==> config.mk <==
export PLATFORM = sky130hd
export DESIGN_NAME = core_controller
export DESIGN_NICKNAME = d
export VERILOG_FILES = /design/src/rtl/ctl_pkg.sv /design/src/rtl/ctl_sequencer.sv /design/src/rtl/trap_cause_unit.sv /design/src/rtl/fetch_redirect.sv /design/src/rtl/core_controller.sv
export VERILOG_INCLUDE_DIRS = /design/src /design/src/rtl
export SDC_FILE = /design/constraint.sdc
export NUM_CORES = 1
export LEC_CHECK = 0
export ABC_AREA = 1
export BUFFER_PORTS_ARGS = -buffer_cell sky130_fd_sc_hd__buf_2
export CORE_UTILIZATION = 25
export CTS_CLUSTER_DIAMETER = 80
export DETAILED_ROUTE_END_ITERATION = 10
export PLACE_DENSITY = 0.48
export SLEW_MARGIN = 25
export SYNTH_ARGS = -nofsm -noshare
export SYNTH_HDL_FRONTEND = slang
export SYNTH_SLANG_ARGS = --single-unit
==> constraint.sdc <==
create_clock -name clk -period 4.4 [get_ports clk]
set_input_delay 1.1 -clock clk [delete_from_list [all_inputs] [get_ports clk]]
set_output_delay 1.1 -clock clk [all_outputs]
set_load 0.1 [all_outputs]
==> src/rtl/ctl_consts.svh <==
`ifndef CTL_CONSTS_SVH
`define CTL_CONSTS_SVH

// ==================================================
// widths
// ==================================================

// instruction address
`define CTL_PC_WIDTH 32

// mtvec and mepc
`define CTL_XLEN 32

// exception code field
`define CTL_CAUSE_BITS 4

// encodings of the controller enums
`define CTL_STATE_BITS 4
`define CTL_SRC_BITS 3

// ==================================================
// machine trap cause codes
// ==================================================
`define CTL_CAUSE_INSTR_MISALIGN 4'd0
`define CTL_CAUSE_BREAKPOINT 4'd3
`define CTL_CAUSE_LOAD_MISALIGN 4'd4
`define CTL_CAUSE_STORE_MISALIGN 4'd6
`define CTL_CAUSE_ECALL_M 4'd11

// machine timer interrupt, reported with is_interrupt high
`define CTL_CAUSE_TIMER 4'd7

`endif

==> src/rtl/ctl_pkg.sv <==
`include "ctl_consts.svh"

package ctl_pkg;

    // controller states
    typedef enum logic [`CTL_STATE_BITS-1:0] {
        st_init,
        st_init_wait,
        st_fetch,
        st_decode,
        st_fetch_exe,
        st_decode_data,
        st_store,
        st_store_wait,
        st_load,
        st_load_wait,
        st_exception,
        st_exception_reinit
    } ctl_state_e;

    // mcause exception code
    typedef enum logic [`CTL_CAUSE_BITS-1:0] {
        cause_instr_misalign = `CTL_CAUSE_INSTR_MISALIGN,
        cause_breakpoint     = `CTL_CAUSE_BREAKPOINT,
        cause_load_misalign  = `CTL_CAUSE_LOAD_MISALIGN,
        cause_store_misalign = `CTL_CAUSE_STORE_MISALIGN,
        cause_timer          = `CTL_CAUSE_TIMER,
        cause_ecall_m        = `CTL_CAUSE_ECALL_M
    } trap_cause_e;

    // source of the next fetch address
    typedef enum logic [`CTL_SRC_BITS-1:0] {
        src_none,
        src_start,
        src_jal,
        src_branch,
        src_jalr,
        src_mret,
        src_trap
    } redirect_src_e;

endpackage

==> src/rtl/ctl_sequencer.sv <==
`include "ctl_consts.svh"

module ctl_sequencer (
    input  logic                       clk,
    input  logic                       reset_n,
    input  logic                       start,
    input  logic                       jal_active,
    input  logic                       jalr_active,
    input  logic                       branch_active,
    input  logic [`CTL_PC_WIDTH-1:0]   jal_addr,
    input  logic [`CTL_PC_WIDTH-1:0]   jalr_addr,
    input  logic [`CTL_PC_WIDTH-1:0]   branch_addr,
    input  logic                       mret_active,
    input  logic                       decode_load,
    input  logic                       decode_store,
    input  logic                       load_done,
    input  logic                       store_done,
    input  logic                       exc_alignment,
    input  logic                       timer_triggered,
    input  logic                       cause_pending,
    input  logic                       interrupt_active,
    input  logic                       fetch_init,
    output ctl_pkg::redirect_src_e     redirect_src,
    output logic                       fetch_next,
    output logic                       exe_enable,
    output logic                       data_access_enable,
    output logic                       set_misalign,
    output logic                       set_interrupt,
    output logic                       clear_causes,
    output logic                       activate,
    output logic                       paused,
    output logic                       load_active,
    output logic                       store_active
);
    import ctl_pkg::*;

    ctl_state_e state;
    ctl_state_e state_next;
    logic       first_exe;
    logic       disable_data;
    logic       disable_data_set;
    logic       misalign_target;
    logic       jump_taken;

    // jump target not on a 4-byte boundary
    assign misalign_target = (jal_active & jal_addr[1]) |
                             (jalr_active & jalr_addr[1]) |
                             (branch_active & branch_addr[1]);

    assign jump_taken = jal_active | jalr_active | branch_active | mret_active;

    // ==================================================
    // registers
    // ==================================================
    always_ff @(posedge clk or negedge reset_n) begin
        if (!reset_n) begin
            state <= st_init;
        end else begin
            state <= state_next;
        end
    end

    // no data access until the first instruction after a redirect has executed
    always_ff @(posedge clk or negedge reset_n) begin
        if (!reset_n) begin
            first_exe <= 1'b0;
        end else if (fetch_init) begin
            first_exe <= 1'b0;
        end else if (exe_enable) begin
            first_exe <= 1'b1;
        end
    end

    // a finished load/store suppresses data access for one fetch_exe
    always_ff @(posedge clk or negedge reset_n) begin
        if (!reset_n) begin
            disable_data <= 1'b0;
        end else begin
            disable_data <= disable_data_set;
        end
    end

    // ==================================================
    // next state and strobes
    // ==================================================
    always_comb begin
        state_next         = st_init;
        redirect_src       = src_none;
        fetch_next         = 1'b0;
        exe_enable         = 1'b0;
        data_access_enable = 1'b0;
        set_misalign       = 1'b0;
        set_interrupt      = 1'b0;
        clear_causes       = 1'b0;
        activate           = 1'b0;
        paused             = 1'b0;
        load_active        = 1'b0;
        store_active       = 1'b0;
        disable_data_set   = 1'b0;

        case (state)
            st_init: begin
                paused = 1'b1;
                if (start) begin
                    redirect_src = src_start;
                    state_next   = st_init_wait;
                end else begin
                    state_next = st_init;
                end
            end

            st_init_wait: state_next = st_fetch;

            st_fetch: state_next = st_decode;

            st_decode: begin
                fetch_next = 1'b1;
                state_next = st_fetch_exe;
            end

            st_fetch_exe: begin
                data_access_enable = first_exe & ~disable_data;
                if (timer_triggered & ~interrupt_active) begin
                    set_interrupt = 1'b1;
                    state_next    = st_exception;
                end else if (misalign_target) begin
                    set_misalign = 1'b1;
                    state_next   = st_exception;
                end else if (cause_pending & data_access_enable) begin
                    state_next = st_exception;
                end else if (jump_taken) begin
                    // same precedence as the execution unit reports them
                    if (jal_active) begin
                        redirect_src = src_jal;
                    end else if (branch_active) begin
                        redirect_src = src_branch;
                    end else if (jalr_active) begin
                        redirect_src = src_jalr;
                    end else begin
                        redirect_src = src_mret;
                    end
                    state_next = st_init_wait;
                end else begin
                    state_next = st_decode_data;
                end
            end

            st_decode_data: begin
                exe_enable = 1'b1;
                if (decode_store) begin
                    state_next = st_store;
                end else if (decode_load) begin
                    state_next = st_load;
                end else begin
                    fetch_next = 1'b1;
                    state_next = st_fetch_exe;
                end
            end

            st_store: begin
                data_access_enable = 1'b1;
                store_active       = 1'b1;
                state_next         = st_store_wait;
            end

            st_store_wait: begin
                if (exc_alignment) begin
                    state_next = st_exception;
                end else if (store_done) begin
                    fetch_next       = 1'b1;
                    disable_data_set = 1'b1;
                    state_next       = st_fetch_exe;
                end else begin
                    state_next = st_store_wait;
                end
            end

            st_load: begin
                data_access_enable = 1'b1;
                load_active        = 1'b1;
                state_next         = st_load_wait;
            end

            st_load_wait: begin
                if (exc_alignment) begin
                    state_next = st_exception;
                end else if (load_done) begin
                    fetch_next       = 1'b1;
                    disable_data_set = 1'b1;
                    state_next       = st_fetch_exe;
                end else begin
                    state_next = st_load_wait;
                end
            end

            // cause code settles here, CSR file sees it next cycle
            st_exception: begin
                activate   = 1'b1;
                state_next = st_exception_reinit;
            end

            st_exception_reinit: begin
                redirect_src = src_trap;
                clear_causes = 1'b1;
                state_next   = st_init_wait;
            end

            default: state_next = st_init;
        endcase
    end

endmodule

==> src/rtl/trap_cause_unit.sv <==
`include "ctl_consts.svh"

module trap_cause_unit (
    input  logic                   clk,
    input  logic                   reset_n,
    input  logic                   exc_ecall,
    input  logic                   exc_ebreak,
    input  logic                   exc_alignment,
    input  logic                   set_misalign,
    input  logic                   set_interrupt,
    input  logic                   clear_causes,
    input  logic                   timer_triggered,
    input  logic                   load_active,
    input  logic                   store_active,
    output logic                   cause_pending,
    output logic                   interrupt_active,
    output logic                   is_interrupt,
    output ctl_pkg::trap_cause_e   cause_code
);
    import ctl_pkg::*;

    logic ecall_q;
    logic ebreak_q;
    logic misalign_q;
    logic align_q;
    logic load_dir_q;
    logic set_interrupt_q;

    // live pulses count too, so the sequencer reacts in the same cycle
    assign cause_pending = ecall_q | ebreak_q | misalign_q | align_q |
                           exc_ecall | exc_ebreak | exc_alignment;

    // ==================================================
    // sticky cause flags
    // ==================================================
    always_ff @(posedge clk or negedge reset_n) begin
        if (!reset_n) begin
            ecall_q    <= 1'b0;
            ebreak_q   <= 1'b0;
            misalign_q <= 1'b0;
            align_q    <= 1'b0;
        end else if (clear_causes) begin
            ecall_q    <= 1'b0;
            ebreak_q   <= 1'b0;
            misalign_q <= 1'b0;
            align_q    <= 1'b0;
        end else begin
            ecall_q    <= ecall_q | exc_ecall;
            ebreak_q   <= ebreak_q | exc_ebreak;
            misalign_q <= misalign_q | set_misalign;
            align_q    <= align_q | exc_alignment;
        end
    end

    // direction of the last data access, picks load vs store misalign
    always_ff @(posedge clk or negedge reset_n) begin
        if (!reset_n) begin
            load_dir_q <= 1'b0;
        end else if (load_active) begin
            load_dir_q <= 1'b1;
        end else if (store_active) begin
            load_dir_q <= 1'b0;
        end
    end

    // timer stays masked until the level drops
    always_ff @(posedge clk or negedge reset_n) begin
        if (!reset_n) begin
            interrupt_active <= 1'b0;
            set_interrupt_q  <= 1'b0;
        end else begin
            set_interrupt_q <= set_interrupt;
            if (set_interrupt) begin
                interrupt_active <= 1'b1;
            end else if (!timer_triggered) begin
                interrupt_active <= 1'b0;
            end
        end
    end

    // ==================================================
    // cause priority
    // ==================================================
    always_ff @(posedge clk or negedge reset_n) begin
        if (!reset_n) begin
            cause_code   <= cause_instr_misalign;
            is_interrupt <= 1'b0;
        end else begin
            is_interrupt <= set_interrupt_q;
            if (set_interrupt_q) begin
                cause_code <= cause_timer;
            end else if (ecall_q) begin
                cause_code <= cause_ecall_m;
            end else if (ebreak_q) begin
                cause_code <= cause_breakpoint;
            end else if (misalign_q) begin
                cause_code <= cause_instr_misalign;
            end else if (align_q) begin
                cause_code <= load_dir_q ? cause_load_misalign : cause_store_misalign;
            end
        end
    end

endmodule

==> src/rtl/fetch_redirect.sv <==
`include "ctl_consts.svh"

module fetch_redirect (
    input  logic                       clk,
    input  logic                       reset_n,
    input  ctl_pkg::redirect_src_e     redirect_src,
    input  logic [`CTL_PC_WIDTH-1:0]   start_addr,
    input  logic [`CTL_PC_WIDTH-1:0]   jal_addr,
    input  logic [`CTL_PC_WIDTH-1:0]   jalr_addr,
    input  logic [`CTL_PC_WIDTH-1:0]   branch_addr,
    input  logic [`CTL_PC_WIDTH-1:0]   pc,
    input  logic [`CTL_XLEN-1:0]       mtvec,
    input  logic [`CTL_XLEN-1:0]       mepc,
    input  ctl_pkg::trap_cause_e       cause_code,
    input  logic                       activate,
    input  logic                       data_access_enable,
    output logic                       fetch_init,
    output logic [`CTL_PC_WIDTH-1:0]   fetch_start_addr,
    output logic                       activate_exception,
    output logic [`CTL_PC_WIDTH-1:0]   exception_pc
);
    import ctl_pkg::*;

    logic [`CTL_XLEN-1:0] trap_vector;

    // direct mode when mode bits are zero, else base + 4 * cause
    assign trap_vector = (mtvec[1:0] == 2'b00) ? mtvec :
        {mtvec[`CTL_XLEN-1:2], 2'b00} +
        {{(`CTL_XLEN - `CTL_CAUSE_BITS - 2){1'b0}}, cause_code, 2'b00};

    always_ff @(posedge clk or negedge reset_n) begin
        if (!reset_n) begin
            fetch_init         <= 1'b0;
            fetch_start_addr   <= '0;
            activate_exception <= 1'b0;
        end else begin
            fetch_init         <= (redirect_src != src_none);
            activate_exception <= activate;
            case (redirect_src)
                src_start:  fetch_start_addr <= {start_addr[`CTL_PC_WIDTH-1:1], 1'b0};
                src_jal:    fetch_start_addr <= {jal_addr[`CTL_PC_WIDTH-1:1], 1'b0};
                src_branch: fetch_start_addr <= {branch_addr[`CTL_PC_WIDTH-1:1], 1'b0};
                src_jalr:   fetch_start_addr <= {jalr_addr[`CTL_PC_WIDTH-1:1], 1'b0};
                src_mret:   fetch_start_addr <= mepc;
                src_trap:   fetch_start_addr <= trap_vector;
                default:    fetch_start_addr <= fetch_start_addr;
            endcase
        end
    end

    // pc of the instruction that owns the data phase, becomes mepc on a trap
    always_ff @(posedge clk) begin
        if (data_access_enable) begin
            exception_pc <= pc;
        end
    end

endmodule

==> src/rtl/core_controller.sv <==
`include "ctl_consts.svh"

module core_controller (
    input  logic                       clk,
    input  logic                       reset_n,
    input  logic                       start,
    input  logic [`CTL_PC_WIDTH-1:0]   start_addr,
    input  logic                       jal_active,
    input  logic [`CTL_PC_WIDTH-1:0]   jal_addr,
    input  logic                       jalr_active,
    input  logic [`CTL_PC_WIDTH-1:0]   jalr_addr,
    input  logic                       branch_active,
    input  logic [`CTL_PC_WIDTH-1:0]   branch_addr,
    input  logic                       mret_active,
    input  logic                       decode_load,
    input  logic                       decode_store,
    input  logic                       load_done,
    input  logic                       store_done,
    input  logic [`CTL_XLEN-1:0]       mtvec,
    input  logic [`CTL_XLEN-1:0]       mepc,
    input  logic [`CTL_PC_WIDTH-1:0]   pc,
    input  logic                       exc_ecall,
    input  logic                       exc_ebreak,
    input  logic                       exc_alignment,
    input  logic                       timer_triggered,
    output logic                       fetch_init,
    output logic [`CTL_PC_WIDTH-1:0]   fetch_start_addr,
    output logic                       fetch_next,
    output logic                       exe_enable,
    output logic                       data_access_enable,
    output logic                       activate_exception,
    output ctl_pkg::trap_cause_e       exception_code,
    output logic                       is_interrupt,
    output logic [`CTL_PC_WIDTH-1:0]   exception_pc,
    output logic                       paused
);
    import ctl_pkg::*;

    redirect_src_e redirect_src;
    logic          set_misalign;
    logic          set_interrupt;
    logic          clear_causes;
    logic          activate;
    logic          load_active;
    logic          store_active;
    logic          cause_pending;
    logic          interrupt_active;

    // ==================================================
    // state machine
    // ==================================================
    ctl_sequencer u_sequencer (
        .clk                (clk),
        .reset_n            (reset_n),
        .start              (start),
        .jal_active         (jal_active),
        .jalr_active        (jalr_active),
        .branch_active      (branch_active),
        .jal_addr           (jal_addr),
        .jalr_addr          (jalr_addr),
        .branch_addr        (branch_addr),
        .mret_active        (mret_active),
        .decode_load        (decode_load),
        .decode_store       (decode_store),
        .load_done          (load_done),
        .store_done         (store_done),
        .exc_alignment      (exc_alignment),
        .timer_triggered    (timer_triggered),
        .cause_pending      (cause_pending),
        .interrupt_active   (interrupt_active),
        .fetch_init         (fetch_init),
        .redirect_src       (redirect_src),
        .fetch_next         (fetch_next),
        .exe_enable         (exe_enable),
        .data_access_enable (data_access_enable),
        .set_misalign       (set_misalign),
        .set_interrupt      (set_interrupt),
        .clear_causes       (clear_causes),
        .activate           (activate),
        .paused             (paused),
        .load_active        (load_active),
        .store_active       (store_active)
    );

    // trap causes and mcause code
    trap_cause_unit u_trap_cause (
        .clk              (clk),
        .reset_n          (reset_n),
        .exc_ecall        (exc_ecall),
        .exc_ebreak       (exc_ebreak),
        .exc_alignment    (exc_alignment),
        .set_misalign     (set_misalign),
        .set_interrupt    (set_interrupt),
        .clear_causes     (clear_causes),
        .timer_triggered  (timer_triggered),
        .load_active      (load_active),
        .store_active     (store_active),
        .cause_pending    (cause_pending),
        .interrupt_active (interrupt_active),
        .is_interrupt     (is_interrupt),
        .cause_code       (exception_code)
    );

    // fetch address and CSR-side outputs
    fetch_redirect u_fetch_redirect (
        .clk                (clk),
        .reset_n            (reset_n),
        .redirect_src       (redirect_src),
        .start_addr         (start_addr),
        .jal_addr           (jal_addr),
        .jalr_addr          (jalr_addr),
        .branch_addr        (branch_addr),
        .pc                 (pc),
        .mtvec              (mtvec),
        .mepc               (mepc),
        .cause_code         (exception_code),
        .activate           (activate),
        .data_access_enable (data_access_enable),
        .fetch_init         (fetch_init),
        .fetch_start_addr   (fetch_start_addr),
        .activate_exception (activate_exception),
        .exception_pc       (exception_pc)
    );

endmodule

==> results.json <==
{
  "run_status": "complete, no violations",
  "synth.lib_cells_used.distinct": 44,
  "most_common_flop_cell_mapped_by_yosys": "sky130_fd_sc_hd__dfrtp_1",
  "critical_path_buf_inv_count": 3,
  "power_mw": 5.15,
  "place_hpwl_um": 18000,
  "gr_usage_total_pct": 19.1,
  "fillCellCount": 2526,
  "crit_family": "buffers and inverters",
  "crit_slowest_cell": "sky130_fd_sc_hd__buf_2",
  "worst-endpoint-arrival_ns": 2.31,
  "post_synth_instance_area_sq_mm": 0.00576,
  "finish.utilization_pct": 34.8,
  "switching_share_pct": 59.2,
  "global_route.usage.met3_pct": 3.80,
  "number_of_optimization_iterations_in_the_first_detailed_route_pass": 5,
  "seq_area_frac_synth_pct": 39.3,
  "timing.setup.tns_ns": 0,
  "final_common_cell": "sky130_fd_sc_hd__buf_2",
  "grt.met2_usage_pct": 34.1,
  "critical_path.endpoint_type": "output pin",
  "antenna_found_initial": 6,
  "grt.overflow.total": 0,
  "unrepaired_setup_endpoints_after_global_routing": "false",
  "seq_area_sq_mm": 0.00226,
  "finalCritPeriodShare_pct": 77.6,
  "core_area_sq_mm": 0.0226,
  "grt_util_met1_pct": 23.5,
  "final_hold_viol_count": 0,
  "pin_count": 314,
  "cts.hold.buffers_added": 0,
  "timing.critical_path.fanout_max": 5,
  "kind_of_start_point_of_the_critical_path": "primary input",
  "detail_route.iter0.violations": 408,
  "dieWidth_um": 154,
  "gpl.final_weighted_congestion": 0.861,
  "number_of_buffers_on_the_longest_clock_path": 2,
  "drc_viols": 0,
  "drv.max_cap_violation_count": 0,
  "viasPerCell": 4.63,
  "yosys_warnings": 0,
  "netlist_instances": 797,
  "pins_over_their_slew_limit": 0,
  "cts_htree_levels": 3,
  "clkSinkCount": 84,
  "layoutNonFillerInstCount": 1395,
  "vdd_drop_max_mv": 0.242,
  "floorplan.rows": 55,
  "maxSlewHeadroom_pct": 46.1,
  "timing_worst_slew_pin_value_ns": 0.807,
  "placement.io_buffers": 309,
  "grt_max_degree": 41,
  "multiInputGateArea_sq_mm": 0.00304,
  "clk_latency_ns": 0.35,
  "power.density_cell_area_mw_per_mm2": 653,
  "synth_nets": 1041,
  "post_synthesis_async_set_or_reset_flop_share_pct": 61.9,
  "synth-edff-count": 32,
  "max_stage_delay_ns": 0.43,
  "ant_nets": 0,
  "combPwrFrac_pct": 60.4,
  "num_vias": 6453,
  "area_growth_pct": 37.0,
  "final_layout_size_suffix_gt1_share_pct": 33.2,
  "cts_tree": "built",
  "highest_count_cells_in_the_layout_ignoring_fill_and_taps": "sky130_fd_sc_hd__buf_2, sky130_fd_sc_hd__nand2_1, sky130_fd_sc_hd__nand3_1, sky130_fd_sc_hd__nor2_1, sky130_fd_sc_hd__inv_1",
  "placed_cells": 1373,
  "worstPathCellList": "buf_2, inv_1, nand2_1, o21ai_0, a21oi_1, nand2_1, buf_2",
  "worst_ep_required_time_ns": 3.30,
  "number_of_buffers_created_by_cts": 9,
  "detail_route.wl_per_cell_um": 16.5,
  "die_y_um": 154,
  "share_seq_of_total_power_pct": 24.2,
  "clk_root_buffer_cell": "sky130_fd_sc_hd__clkbuf_16",
  "gr-max-usage-layer": "met2",
  "worstHoldPathType": "flip-flop to flip-flop",
  "cts.clk_slew.worst_paths_ns": 0.07,
  "clock_skew_ns": 0.0106,
  "static-leakage-power_nw": 4.01,
  "layout.nets": 1343,
  "fmaxAchievable_mhz": 293,
  "grt_pass1_vias": 6151,
  "floorplan.initialDensity_pct": 25.4,
  "syn_avg_cell_area_sq_um": 7.22,
  "number_of_failing_setup_endpoints_in_the_final_timing_report": 0,
  "grt_first_pass_wirelength_um": 34200,
  "power.clock.fraction_pct": 15.5,
  "synth-seq-cells": 84,
  "die_area_sq_mm": 0.0236,
  "worst-setup-path-type": "primary input to output pin",
  "p_int_mw": 2.10,
  "cts.repair.resized": 0,
  "cts_setup_buffers": 0,
  "totalWireLength_um": 22900,
  "timing.final.crit_period_ns": 3.41,
  "switching_power_summed_over_all_nets_mw": 3.05
}
==> power by group through the flow <==
| stage | Sequential (mW) | Combinational [mW] | Clock, mW |
|---|---|---|---|
| after floorplan | 2.92 | 0.893 | 0 |
| final | 1.24 | 3.11 | 0.797 |
| after global routing | 1.28 | 3.27 | 0.852 |
| after detailed placement | 1.26 | 3.13 | 0 |
| after global placement | 1.25 | 3.12 | 0 |
| after CTS | 1.25 | 3.13 | 0.835 |
==> Yosys cell counts (4+ instances only) <==
cell / number / area [sq um]
sky130_fd_sc_hd__inv_1: 77 / 289
sky130_fd_sc_hd__nand4_1: 16 / 100
sky130_fd_sc_hd__nand2_1: 225 / 845
sky130_fd_sc_hd__xnor2_1: 5 / 43.8
sky130_fd_sc_hd__edfxtp_1: 32 / 961
sky130_fd_sc_hd__mux2i_1: 18 / 180
sky130_fd_sc_hd__ha_1: 4 / 50.1
sky130_fd_sc_hd__o21a_1: 14 / 105
sky130_fd_sc_hd__a21oi_1: 12 / 60.1
sky130_fd_sc_hd__nor3_1: 11 / 55.1
sky130_fd_sc_hd__clkbuf_1: 5 / 18.8
sky130_fd_sc_hd__inv_2: 5 / 18.8
sky130_fd_sc_hd__nor2_4: 5 / 56.3
sky130_fd_sc_hd__xor2_1: 4 / 35.0
sky130_fd_sc_hd__o21ai_0: 21 / 105
sky130_fd_sc_hd__dfrtp_1: 52 / 1300
sky130_fd_sc_hd__buf_2: 11 / 55.1
sky130_fd_sc_hd__o211ai_1: 9 / 67.6
sky130_fd_sc_hd__nor2_1: 100 / 375
sky130_fd_sc_hd__nor2_2: 4 / 25.0
sky130_fd_sc_hd__buf_4: 8 / 60.1
sky130_fd_sc_hd__nand3_1: 125 / 626
==> state kept, by name, summed over array words and instances (netlist names), 4 cells and up <==
| name | cells |
|---|---|
| u_fetch_redirect.exception_pc | 32 |
| u_fetch_redirect.fetch_start_addr | 32 |
| u_sequencer.state | 4 |
| u_trap_cause.cause_code | 4 |
==> area by class of cell <==
class,instances,share of cell area [%]
antenna,6,0.190
clock buffer,9,2.86
clock inverter,7,0.904
inverter,82,3.90
multi-input combinational,604,38.5
sequential,84,28.7
tap,285,4.52
timing repair buffer,318,20.5
==> stage by stage <==
step / cell area (sq um) / hold slack, ns / worst slack, ns
after floorplan: 5760 / 0.410 / -0.452
after global placement: 7580 / 0.453 / 1.00
after detailed placement: 7580 / 0.449 / 0.994
after CTS: 7870 / 0.475 / 1.00
after global routing: 7880 / 0.490 / 0.896
final: 7890 / 0.468 / 0.986
==> final timing paths <==
| check | cells after the start | endpoint | startpoint | slack [ns] |
|---|---|---|---|---|
| worst min register to register | 0 | u_trap_cause.is_interrupt | u_trap_cause.set_interrupt_q | 0.47 |
| min in group asynchronous | 1 | u_fetch_redirect.fetch_start_addr[11] | reset_n | 0.77 |
| max in group asynchronous | 2 | u_trap_cause.cause_code[0] | reset_n | 2.77 |
| worst max register to register | 10 | u_fetch_redirect.fetch_start_addr[16] | u_trap_cause.cause_code[0] | 1.84 |
| worst max-delay path | 7 | fetch_next | exc_alignment | 0.99 |
| worst min-delay path | 0 | u_trap_cause.is_interrupt | u_trap_cause.set_interrupt_q | 0.47 |
==> worst reg2reg max path: cells and delay by family, from the launching register on <==
family / cells / cell delay (ns)
AOI/OAI and AO/OA: 1 / 0.19
DFF: 1 / 0.41
and+or+nand+nor: 6 / 1.14
buffers and inverters: 1 / 0.08
adders and majority gates: 2 / 0.64
==> layer usage <==
| metal | vias to the layer above | part of all wire [%] | routed length (um) |
|---|---|---|---|
| li1 | 3249 | - | - |
| met2 | 209 | 49 | 11300 |
| met3 | 21 | 5.2 | 1200 |
| met5 | - | 0 | 0 |
| met1 | 2974 | 44 | 10100 |
| met4 | 0 | 1.4 | 315 |
==> kinds of logic after synthesis <==
logic type / count (synthesis) / synth area share, %
adders and majority gates: 5 / 1.22
buffers and inverters: 109 / 8.26
and+or+nand+nor: 502 / 38.8
muxes: 18 / 3.13
AOI/OAI and AO/OA: 70 / 7.93
DFF: 84 / 39.3
xor gates and xnor gates: 9 / 1.37
Power figures use the tool's default switching activity.
